==> src/design/fetch_defs.svh <==
`ifndef FETCH_DEFS_SVH
`define FETCH_DEFS_SVH

// width of every byte address and pc in the front end
`define FETCH_ADDR_W 64

// instruction memory depth in 32-bit words, 4 KiB total
`define FETCH_IMEM_WORDS 1024

// entries between fetch and decode
`define FETCH_QUEUE_DEPTH 4

// byte address of the first fetch after reset
`define FETCH_RESET_PC 0

`endif

==> src/design/fetch_pkg.sv <==
`default_nettype none

`include "fetch_defs.svh"

package fetch_pkg;

  // byte address, also used for pc and branch targets
  typedef logic [`FETCH_ADDR_W-1:0] addr_t;

  // raw a64 instruction word
  typedef logic [31:0] insn_t;

  // sign-extended offset out of predecode
  typedef logic [`FETCH_ADDR_W-1:0] imm_t;

  // predecode classes, only what next-pc and target logic care about
  typedef enum logic [2:0] {
    OP_OTHER,
    OP_B,
    OP_BL,
    OP_B_COND,
    OP_ADR,
    OP_ADRP
  } opcode_t;

endpackage

`default_nettype wire

==> src/design/predecode.sv <==
`timescale 1ns/1ns
`default_nettype none

`include "fetch_defs.svh"

module predecode (
  input  wire fetch_pkg::insn_t insn,
  output fetch_pkg::opcode_t    kind,
  output fetch_pkg::imm_t       imm
);

  // b / bl: op[31] then 00101, imm26 in [25:0]
  logic is_b;
  logic is_bl;
  // b.cond: 0101010 0, imm19 in [23:5], bit 4 clear
  logic is_b_cond;
  // adr / adrp: op[31], immlo [30:29], 10000 in [28:24]
  logic is_adr;
  logic is_adrp;

  // sign-extended immediates per encoding
  fetch_pkg::imm_t imm_br26;
  fetch_pkg::imm_t imm_br19;
  fetch_pkg::imm_t imm_adr21;

  assign is_b      = (insn[31:26] == 6'b000101);
  assign is_bl     = (insn[31:26] == 6'b100101);
  assign is_b_cond = (insn[31:24] == 8'b01010100) && !insn[4];
  assign is_adr    = !insn[31] && (insn[28:24] == 5'b10000);
  assign is_adrp   = insn[31] && (insn[28:24] == 5'b10000);

  // word offsets, scaled to bytes
  assign imm_br26 = {{(`FETCH_ADDR_W-28){insn[25]}}, insn[25:0], 2'b00};
  assign imm_br19 = {{(`FETCH_ADDR_W-21){insn[23]}}, insn[23:5], 2'b00};

  // immhi:immlo, unscaled here, adrp page shift is applied in fetch_pc
  assign imm_adr21 = {{(`FETCH_ADDR_W-21){insn[23]}}, insn[23:5], insn[30:29]};

  always_comb begin
    kind = fetch_pkg::OP_OTHER;
    imm  = '0;
    // encodings are disjoint so order only matters for readability
    if (is_b) begin
      kind = fetch_pkg::OP_B;
      imm  = imm_br26;
    end else if (is_bl) begin
      kind = fetch_pkg::OP_BL;
      imm  = imm_br26;
    end else if (is_b_cond) begin
      kind = fetch_pkg::OP_B_COND;
      imm  = imm_br19;
    end else if (is_adr) begin
      kind = fetch_pkg::OP_ADR;
      imm  = imm_adr21;
    end else if (is_adrp) begin
      kind = fetch_pkg::OP_ADRP;
      imm  = imm_adr21;
    end
  end

endmodule

`default_nettype wire

==> config.mk <==
export PLATFORM = sky130hd
export DESIGN_NAME = predecode
export DESIGN_NICKNAME = d
export VERILOG_FILES = /design/src/design/fetch_pkg.sv /design/src/design/predecode.sv
export VERILOG_INCLUDE_DIRS = /design/src /design/src/design
export SDC_FILE = /design/constraint.sdc
export NUM_CORES = 1
export LEC_CHECK = 0
export BUFFER_PORTS_ARGS = -buffer_cell sky130_fd_sc_hd__buf_2
export CORE_MARGIN = 2
export CORE_UTILIZATION = 34
export DETAILED_ROUTE_END_ITERATION = 10
export GPL_ROUTABILITY_DRIVEN = 0
export PLACE_DENSITY = 0.88
export SYNTH_ARGS = -nofsm -noshare
export SYNTH_HDL_FRONTEND = slang
export SYNTH_SLANG_ARGS = --single-unit
==> constraint.sdc <==
create_clock -name vclk -period 6
set_input_delay 0.9 -clock vclk [all_inputs]
set_output_delay 0.9 -clock vclk [all_outputs]
set_load 0.05 [all_outputs]
==> qor.yml <==
firstDrtPassIters: 3
p_total_uw: 66.0
power_leakage_nw: 0.635
final.period_utilization_pct: 73.1
setup_viol: 0
seq_cell_count: 0
postCtsHoldBufs: 0
tightest_slew_ns: 0.882
die_width_um: 49.0
preCtsSetupSlack_ns: 1.59
rsz0062_at_grt: "false"
num_vias: 822
syn_inst: 84
fin_tns_setup_ns: 0
pwr-share-clk_pct: 0
synth_area_sq_um: 689
antenna_found_initial: 0
p_seq_share_pct: 0
whs_ns: 2.24
critPathMaxFanout: 37
timing.final.max_slew_violations: 0
ant_nets: 0
antenna_cells: 0
wirelength_um: 1860
grt_usage_pct: 13.2
grt_max_degree: 38
switching_share_pct: 71.2
dieArea_sq_um: 2400
post_cts_buffers: 0
post-route-min-period_ns: 4.38
drive_gt1_share_pct: 87.4
worst_ep_required_time_ns: 5.10
drt-initial-drc-count: 5
dp_hpwl_um: 1570
yosysUniqueCellTypes: 19
cts_resized: 0
core_area_sq_um: 1940
wl_per_cell_um: 11.0
grt_pass1_wl_um: 2720
syn-num-nets: 116
seq_area_frac_synth_pct: 0
post-route-drc-count: 0
cp.arrival_ns: 3.48
irDropWorstVdd_uv: 36.8
finalNetCount: 177
power_density_nw_per_um2: 71.6
intPower_uw: 19.0
ys.warnings.count: 0
num_rows: 16
p_comb_share_pct: 100.0
grt_pass1_vias: 683
hold_violations: 0
syn2layout_area_growth_pct: 33.8
n_clock_buffer: 0
die_h_um: 49.0
gr-total-overflow: 0
cp-start-kind: "input port"
fmax_mhz: 228
endpoint_kind: "output port"
start_util_pct: 35.5
io_pins: 99
worstSetupPathType: "in2out"
maxSlewHeadroom_pct: 41.2
maxCapViolCount: 0
setup_ws_ns: 1.62
p_switching_uw: 47.0
status: "finished clean"
drt-vias-per-instance: 4.84
final-seq-area_sq_um: 0
hold_path_class: "in2out"
io_buffer_count: 99
avgSynthCellArea_sq_um: 8.21
[cell usage after synthesis (all sizes together)]
| master | count | area [sq um] |
|---|---|---|
| a22o | 26 | 253 |
| o21ai | 1 | 5.00 |
| or2 | 1 | 6.26 |
| or4 | 1 | 11.3 |
| nor3 | 1 | 5.00 |
| a21oi | 1 | 5.00 |
| clkbuf | 2 | 7.51 |
| and2 | 1 | 6.26 |
| nand4bb | 1 | 16.3 |
| inv | 1 | 3.75 |
| or2b | 1 | 7.51 |
| buf | 39 | 297 |
| nor2 | 4 | 15.0 |
| o32ai | 1 | 27.5 |
| o21a | 2 | 15.0 |
| or3b | 1 | 8.76 |
[cells in the final DEF, fill, tap and decap left out, drive strengths merged, types with 2 or more instances in the layout]
cell type  instances
o21a               2
a22o              26
buf              100
nor2               4
[stage by stage]
stage                     cells  util (%)  cell area [sq um]
after detailed placement    170      47.5                922
after global placement      170      47.5                922
final                       170      47.5                922
after floorplan              84         -                689
after global routing        170      47.5                922
after CTS                   170      47.5                922
[kinds of logic (layout without fill, tap and decap cells)]
| group | after synthesis | count (layout) | share of synthesized area [%] |
|---|---|---|---|
| AO/OA/AOI/OAI | 31 | 31 | 44.3 |
| AND/OR/NAND/NOR | 11 | 11 | 11.1 |
| buffers and inverters | 42 | 101 | 44.6 |
[path summary, 6_finish.rpt]
check,cells after the start,endpoint,startpoint,slack [ns]
hold / removal,3,imm[0],insn[29],2.24
setup / recovery,5,imm[34],insn[31],1.62
[routing by layer]
metal	track usage, %	part of all wire (%)
met5	0	0
met2	30.4	51
met3	0.920	12
met1	13.0	37
met4	0	0
[cell type report]
| cell class | count | area (sq um) |
|---|---|---|
| multi-input cells | 42 | 382 |
| repair buffers | 100 | 503 |
| inverters | 1 | 3.75 |
| fillers | 216 | 1020 |
| well taps | 27 | 33.8 |
[critical path, cell delays in order]
cell and delay [ns]:
buf_2 0.12, or4_4 0.56, o32ai_4 0.74, a22o_1 0.76, buf_2 0.39
[power groups by stage]
stage          clock, mW  combinational [mW]  sequential (mW)
2_1_floorplan          0              0.0516                0
3_3_place_gp           0              0.0654                0
3_5_place_dp           0              0.0663                0
4_1_cts                0              0.0664                0
5_1_grt                0              0.0693                0
6_report               0              0.0660                0
Power figures use the tool's default switching activity.
