===== config.mk =====
export PLATFORM = sky130hd
export DESIGN_NAME = fetch_pc_flat
export DESIGN_NICKNAME = d
export VERILOG_FILES = /design/src/design/fetch_pkg.sv /design/src/design/fetch_bus_if.sv /design/src/design/fetch_pc.sv /design/src/flat_wrapper.sv
export VERILOG_INCLUDE_DIRS = /design/src /design/src/design
export SDC_FILE = /design/constraint.sdc
export NUM_CORES = 1
export LEC_CHECK = 0
export ABC_CLOCK_PERIOD_IN_PS = 13940
export BUFFER_PORTS_ARGS = -buffer_cell sky130_fd_sc_hd__buf_2
export CAP_MARGIN = 20
export CORE_MARGIN = 1
export CORE_UTILIZATION = 30
export DETAILED_ROUTE_END_ITERATION = 10
export GPL_TIMING_DRIVEN = 1
export SETUP_SLACK_MARGIN = 0.2
export SLEW_MARGIN = 10
export SYNTH_ARGS = -nofsm -noshare
export SYNTH_HDL_FRONTEND = slang
export SYNTH_SLANG_ARGS = --single-unit

===== constraint.sdc =====
create_clock -name in_clk -period 13.94 [get_ports in_clk]
set_clock_uncertainty 0.2 [all_clocks]
set_input_delay 0.697 -clock in_clk [delete_from_list [all_inputs] [get_ports in_clk]]
set_output_delay 0.697 -clock in_clk [all_outputs]
set_load 0.01 [all_outputs]

===== src/design/fetch_defs.svh =====
`ifndef FETCH_DEFS_SVH
`define FETCH_DEFS_SVH

// width of every byte address and pc in the front end
`define FETCH_ADDR_W 64

// instruction memory depth in 32-bit words, 4 KiB total
`define FETCH_IMEM_WORDS 1024

// entries between fetch and decode
`define FETCH_QUEUE_DEPTH 4

// byte address of the first fetch after reset
`define FETCH_RESET_PC 0

`endif


===== src/design/fetch_pkg.sv =====
`default_nettype none

`include "fetch_defs.svh"

package fetch_pkg;

  // byte address, also used for pc and branch targets
  typedef logic [`FETCH_ADDR_W-1:0] addr_t;

  // raw a64 instruction word
  typedef logic [31:0] insn_t;

  // sign-extended offset out of predecode
  typedef logic [`FETCH_ADDR_W-1:0] imm_t;

  // predecode classes, only what next-pc and target logic care about
  typedef enum logic [2:0] {
    OP_OTHER,
    OP_B,
    OP_BL,
    OP_B_COND,
    OP_ADR,
    OP_ADRP
  } opcode_t;

endpackage

`default_nettype wire


===== src/design/fetch_bus_if.sv =====
`timescale 1ns/1ns
`default_nettype none

interface fetch_bus;

  // handshake, transfer when both high on a rising edge
  logic valid;
  logic ready;

  // payload of one fetched instruction
  fetch_pkg::insn_t   insn;
  fetch_pkg::addr_t   pc;
  fetch_pkg::addr_t   target;
  fetch_pkg::opcode_t kind;

  // producer side, holds payload while stalled
  modport src (output valid, insn, pc, target, kind, input ready);

  // consumer side
  modport dst (input valid, insn, pc, target, kind, output ready);

endinterface

`default_nettype wire


===== src/design/fetch_pc.sv =====
`timescale 1ns/1ns
`default_nettype none

`include "fetch_defs.svh"

module fetch_pc (
  input  wire                     in_clk,
  input  wire                     in_rst,
  input  wire                     redirect,
  input  wire fetch_pkg::addr_t   redirect_pc,
  output fetch_pkg::addr_t        mem_addr,
  input  wire fetch_pkg::insn_t   mem_data,
  input  wire fetch_pkg::opcode_t kind,
  input  wire fetch_pkg::imm_t    imm,
  fetch_bus.src                   out
);

  fetch_pkg::addr_t pc_q;
  fetch_pkg::addr_t next_pc;
  fetch_pkg::addr_t target;
  fetch_pkg::addr_t page_base;

  // output register is free, or drains this edge
  logic advance;

  assign advance  = !out.valid || out.ready;
  assign mem_addr = pc_q;

  // 4 KiB page of the current pc, used by adrp
  assign page_base = {pc_q[`FETCH_ADDR_W-1:12], 12'h000};

  // static prediction, unconditional branches taken, rest fall through
  always_comb begin
    case (kind)
      fetch_pkg::OP_B,
      fetch_pkg::OP_BL: next_pc = pc_q + imm;
      default:          next_pc = pc_q + 64'd4;
    endcase
  end

  // address carried downstream for branch resolve and adr/adrp writeback
  always_comb begin
    case (kind)
      fetch_pkg::OP_B_COND,
      fetch_pkg::OP_ADR:  target = pc_q + imm;
      fetch_pkg::OP_ADRP: target = page_base + (imm << 12);
      default:            target = '0;
    endcase
  end

  // control state, redirect wins over everything
  always_ff @(posedge in_clk) begin
    if (in_rst) begin
      pc_q      <= fetch_pkg::addr_t'(`FETCH_RESET_PC);
      out.valid <= 1'b0;
    end else if (redirect) begin
      pc_q      <= redirect_pc;
      out.valid <= 1'b0;
    end else if (advance) begin
      pc_q      <= next_pc;
      out.valid <= 1'b1;
    end
  end

  // payload, captured together with the pc advance
  always_ff @(posedge in_clk) begin
    if (advance) begin
      out.insn   <= mem_data;
      out.pc     <= pc_q;
      out.target <= target;
      out.kind   <= kind;
    end
  end

  // a stalled item stays put until the queue takes it or a redirect kills it
  a_src_stable: assert property (@(posedge in_clk) disable iff (in_rst)
    out.valid && !out.ready && !redirect |=>
      out.valid && $stable(out.insn) && $stable(out.pc) &&
      $stable(out.target) && $stable(out.kind));

  // predicted and redirected pcs are always word addresses
  a_pc_aligned: assert property (@(posedge in_clk) disable iff (in_rst)
    pc_q[1:0] == 2'b00);

endmodule

`default_nettype wire


===== src/flat_wrapper.sv =====
// flat-port wrapper written by rule: the top's interface ports become plain ports
module fetch_pc_flat 
  (in_clk, in_rst, redirect, redirect_pc, mem_addr, mem_data, kind, imm, out_valid, out_insn, out_pc, out_target, out_kind, out_ready);
  fetch_bus out_i ();
  input  wire in_clk;
  input  wire in_rst;
  input  wire redirect;
  input  wire fetch_pkg::addr_t redirect_pc;
  output fetch_pkg::addr_t mem_addr;
  input  wire fetch_pkg::insn_t mem_data;
  input  wire fetch_pkg::opcode_t kind;
  input  wire fetch_pkg::imm_t imm;
  output wire logic [$bits(out_i.valid)-1:0] out_valid;
  output wire logic [$bits(out_i.insn)-1:0] out_insn;
  output wire logic [$bits(out_i.pc)-1:0] out_pc;
  output wire logic [$bits(out_i.target)-1:0] out_target;
  output wire logic [$bits(out_i.kind)-1:0] out_kind;
  input wire logic [$bits(out_i.ready)-1:0] out_ready;
  assign out_valid = out_i.valid;
  assign out_insn = out_i.insn;
  assign out_pc = out_i.pc;
  assign out_target = out_i.target;
  assign out_kind = out_i.kind;
  assign out_i.ready = out_ready;
  fetch_pc u_core (.in_clk(in_clk), .in_rst(in_rst), .redirect(redirect), .redirect_pc(redirect_pc), .mem_addr(mem_addr), .mem_data(mem_data), .kind(kind), .imm(imm), .out(out_i));
endmodule

==> results.py <==
metrics = {
    "outcome": {
        "status": "complete, no violations",
    },
    "worst_hold_path": {
        "hp-class": "in -> reg",
    },
    "final_layout": {
        "synthToLayoutAreaGrowth_pct": 20.8,
        "drive_gt1_share_pct": 22.6,
        "layoutNonFillerInstCount": 3054,
        "fillers": 5843,
        "nNetsFinal": 2567,
        "fin_area_sq_um": 20500,
    },
    "yosys": {
        "netlist_top_cells_area": "edfxtp_1, ha_1, dfxtp_1, a21oi_1, nand2_1",
        "netlist_instances": 1956,
        "async_flop_share_pct": 0,
        "ys.flop_type": "edfxtp_1",
        "ys_seq_area_share_pct": 36.4,
        "synthDominantCellAreaShare_pct": 28.8,
        "ys_types": 95,
        "yosys_warnings": 0,
        "mappedNetlistNets": 2240,
        "synth_seq_cells": 228,
        "synth_edf_count": 163,
        "avgSynthCellArea_sq_um": 8.70,
        "syn_area_sq_um": 17000,
        "synth_largest_area_cell": "edfxtp_1",
    },
    "critical_path": {
        "setup.worst_path.start_class": "flip-flop",
        "crit_type": "reg -> reg",
        "slowest_stage": "dfxtp_1",
        "path_max_fanout": 10,
        "path_cells": "ha_1, inv_1, fa_1, nor2b_1, o31ai_1, a211oi_1, o21ai_1, a21oi_2, a21oi_1, or3_1, o21ai_0, mux2i_1, o221ai_1",
        "cp-end-kind": "flip-flop",
        "arrival_ns": 4.61,
        "critical_path_required_ns": 14.01,
        "max_stage_delay_ns": 0.61,
    },
    "timing": {
        "rsz0062_at_grt": "no",
        "period_needed_ns": 4.54,
        "finalHoldViolations": 0,
        "worst_slew_pin_slew_ns": 1.19,
        "setup_viol_count_final": 0,
        "holdWs_ns": 0.0942,
        "setup_slack_ns": 9.40,
        "min_period_over_period_pct": 32.6,
        "drv_slew": 0,
        "fin_tns_setup_ns": 0,
        "timing.fmax_ghz": 0.220,
        "max-slew-margin-rel_pct": 20.0,
    },
    "clocking": {
        "cts.root.buffer_cell": "clkbuf_16",
        "cts_setup_buffers": 0,
        "ctsResizeCount": 0,
        "cts.sinks": 228,
        "clockBufferDepth": 3,
        "cts_tree": "built",
        "hold_buffers": 0,
        "numCtsBuffers": 28,
        "clk_pin_slew_ns": 0.06,
        "insertion_delay_ns": 0.59,
        "htreeDepth": 1,
    },
    "job": {
        "maxCapViolCount": 0,
    },
    "placed_design": {
        "dp_hpwl_um": 58700,
        "placed_area_sq_um": 19600,
        "placement.io_buffers": 394,
        "placed_cells": 3000,
        "dp_slack_ns": 9.38,
        "gp_congestion": 0.990,
    },
    "detailed_routing": {
        "drt_wl_total_um": 76700,
        "first_iter_violations": 1862,
        "drc": 0,
        "vias": 17600,
        "avgViaCountPerCell": 5.76,
        "first_pass_iters": 6,
        "wl_per_cell_um": 25.1,
        "postRouteAntennaNets": 0,
    },
    "power": {
        "switching_share_pct": 36.7,
        "clkPwrFrac_pct": 32.2,
        "ir_drop_uv": 74.9,
        "power.internal_mw": 1.52,
        "pwr-share-seq_pct": 36.8,
        "p_comb_share_pct": 31.0,
        "power.leakage_nw": 9.05,
        "power_density_nw_per_um2": 117,
        "p_sw_uw": 881,
    },
    "global_route": {
        "grt_usage_pct": 25.6,
        "overflow": 0,
        "grt_pass1_wl_um": 110000,
        "antenna_found_initial": 3,
        "grt_pass1_vias": 16500,
        "grt_max_degree": 73,
    },
    "die": {
        "initial_utilization_pct": 30.6,
        "die_h_um": 240,
        "die_w_um": 240,
        "io_pins": 395,
        "core_sq_um": 55500,
        "die_area_sq_um": 57600,
        "num_rows": 86,
    },
}
-- registers in the layout (all words and copies together), names as in the netlist --
| register | count |
|---|---|
| u_core.mem_addr | 64 |
| u_core.out.kind | 3 |
| u_core.out.valid | 1 |
| u_core.out.insn | 32 |
| u_core.out.pc | 64 |
| u_core.out.target | 64 |
-- layout by cell type, fill, tap and decap left out, types with 23 or more instances in the layout --
cell type,instances
dfxtp_1,65
buf_2,394
clkbuf_16,29
edfxtp_1,163
nand2_1,193
a21o_1,79
nor3_1,39
a21oi_1,228
nand4_1,57
a31oi_1,26
o21ai_0,116
a211oi_1,23
xor2_1,52
nand3_1,37
o22ai_1,30
nor2_1,168
inv_1,47
xnor2_1,72
ha_1,115
-- cells in the mapped netlist (all sizes together), types with 26 or more instances --
library cell and number:
edfxtp 163, nand2 196, a21oi 230, nand3 38, nor2 175, buf 27
o21ai 142, ha 115, inv 47, nor3 42, nand4 58, xnor2 72
clkbuf 85, a31oi 26, xor2 52, o22ai 30, a21o 79, dfxtp 65
-- metrics by stage --
step	util, %	power (mW)
6_report	37.0	2.40
5_1_grt	37.0	2.50
4_1_cts	37.0	2.40
3_5_place_dp	35.3	1.62
3_3_place_gp	35.3	1.62
2_1_floorplan	-	1.32
-- worst max-delay path: cells and delay by family (launching register included) --
| family | cells | cell delay [ns] |
|---|---|---|
| DFF | 1 | 0.61 |
| buffers and inverters | 1 | 0.07 |
| adders and majority gates | 2 | 0.73 |
| AOI/OAI and AO/OA | 7 | 1.78 |
| and+or+nand+nor | 2 | 0.63 |
| muxes | 1 | 0.21 |
-- layer usage --
metal,vias to the layer above,track usage [%],routed length (um)
li1,8008,-,-
met1,8551,36.3,34100
met2,901,40.0,34300
met3,137,3.52,5940
met4,0,8.15,2400
met5,-,0,0
-- power groups by stage --
stage                     clock network, mW  registers, mW  logic [mW]
after floorplan                           0          0.898       0.422
after global placement                    0          0.893       0.727
after detailed placement                  0          0.894       0.726
after CTS                             0.792          0.881       0.729
after global routing                  0.811          0.888       0.799
final                                 0.772          0.882       0.743
-- final timing paths --
check / from / cells past startpoint / end / slack, ns
hold / removal: mem_data[22] / 1 / u_core.out.insn[22]$_DFFE_PP_ / 0.09
hold reg to reg: u_core.mem_addr[0]$_SDFFE_PP0P_ / 0 / u_core.out.pc[0]$_DFFE_PP_ / 0.36
setup reg to reg: u_core.mem_addr[12]$_SDFFE_PP0P_ / 13 / u_core.out.target[60]$_DFFE_PP_ / 9.40
setup / recovery: u_core.mem_addr[12]$_SDFFE_PP0P_ / 13 / u_core.out.target[60]$_DFFE_PP_ / 9.40
-- logic make-up after synthesis --
kind of cell | Yosys count | share of synthesized area (%)
fa+ha+maj | 117 | 8.70
mux | 4 | 0.235
buf+inv | 160 | 3.91
simple gates | 622 | 17.8
xor+xnor | 124 | 6.39
compound gates | 701 | 26.5
flops | 228 | 36.4
-- cell type report --
class / instances / area (sq um) / share of cell area, %
multi-input combinational: 1568 / 10200 / 49.6
sequential: 228 / 6200 / 30.2
timing repair buffer: 409 / 2080 / 10.1
tap: 748 / 936 / 4.55
clock buffer: 33 / 751 / 3.65
clock inverter: 19 / 206 / 1.00
inverter: 48 / 188 / 0.913
antenna: 1 / 2.50 / 0.0122
No activity file was read; power rests on OpenSTA's default activity.
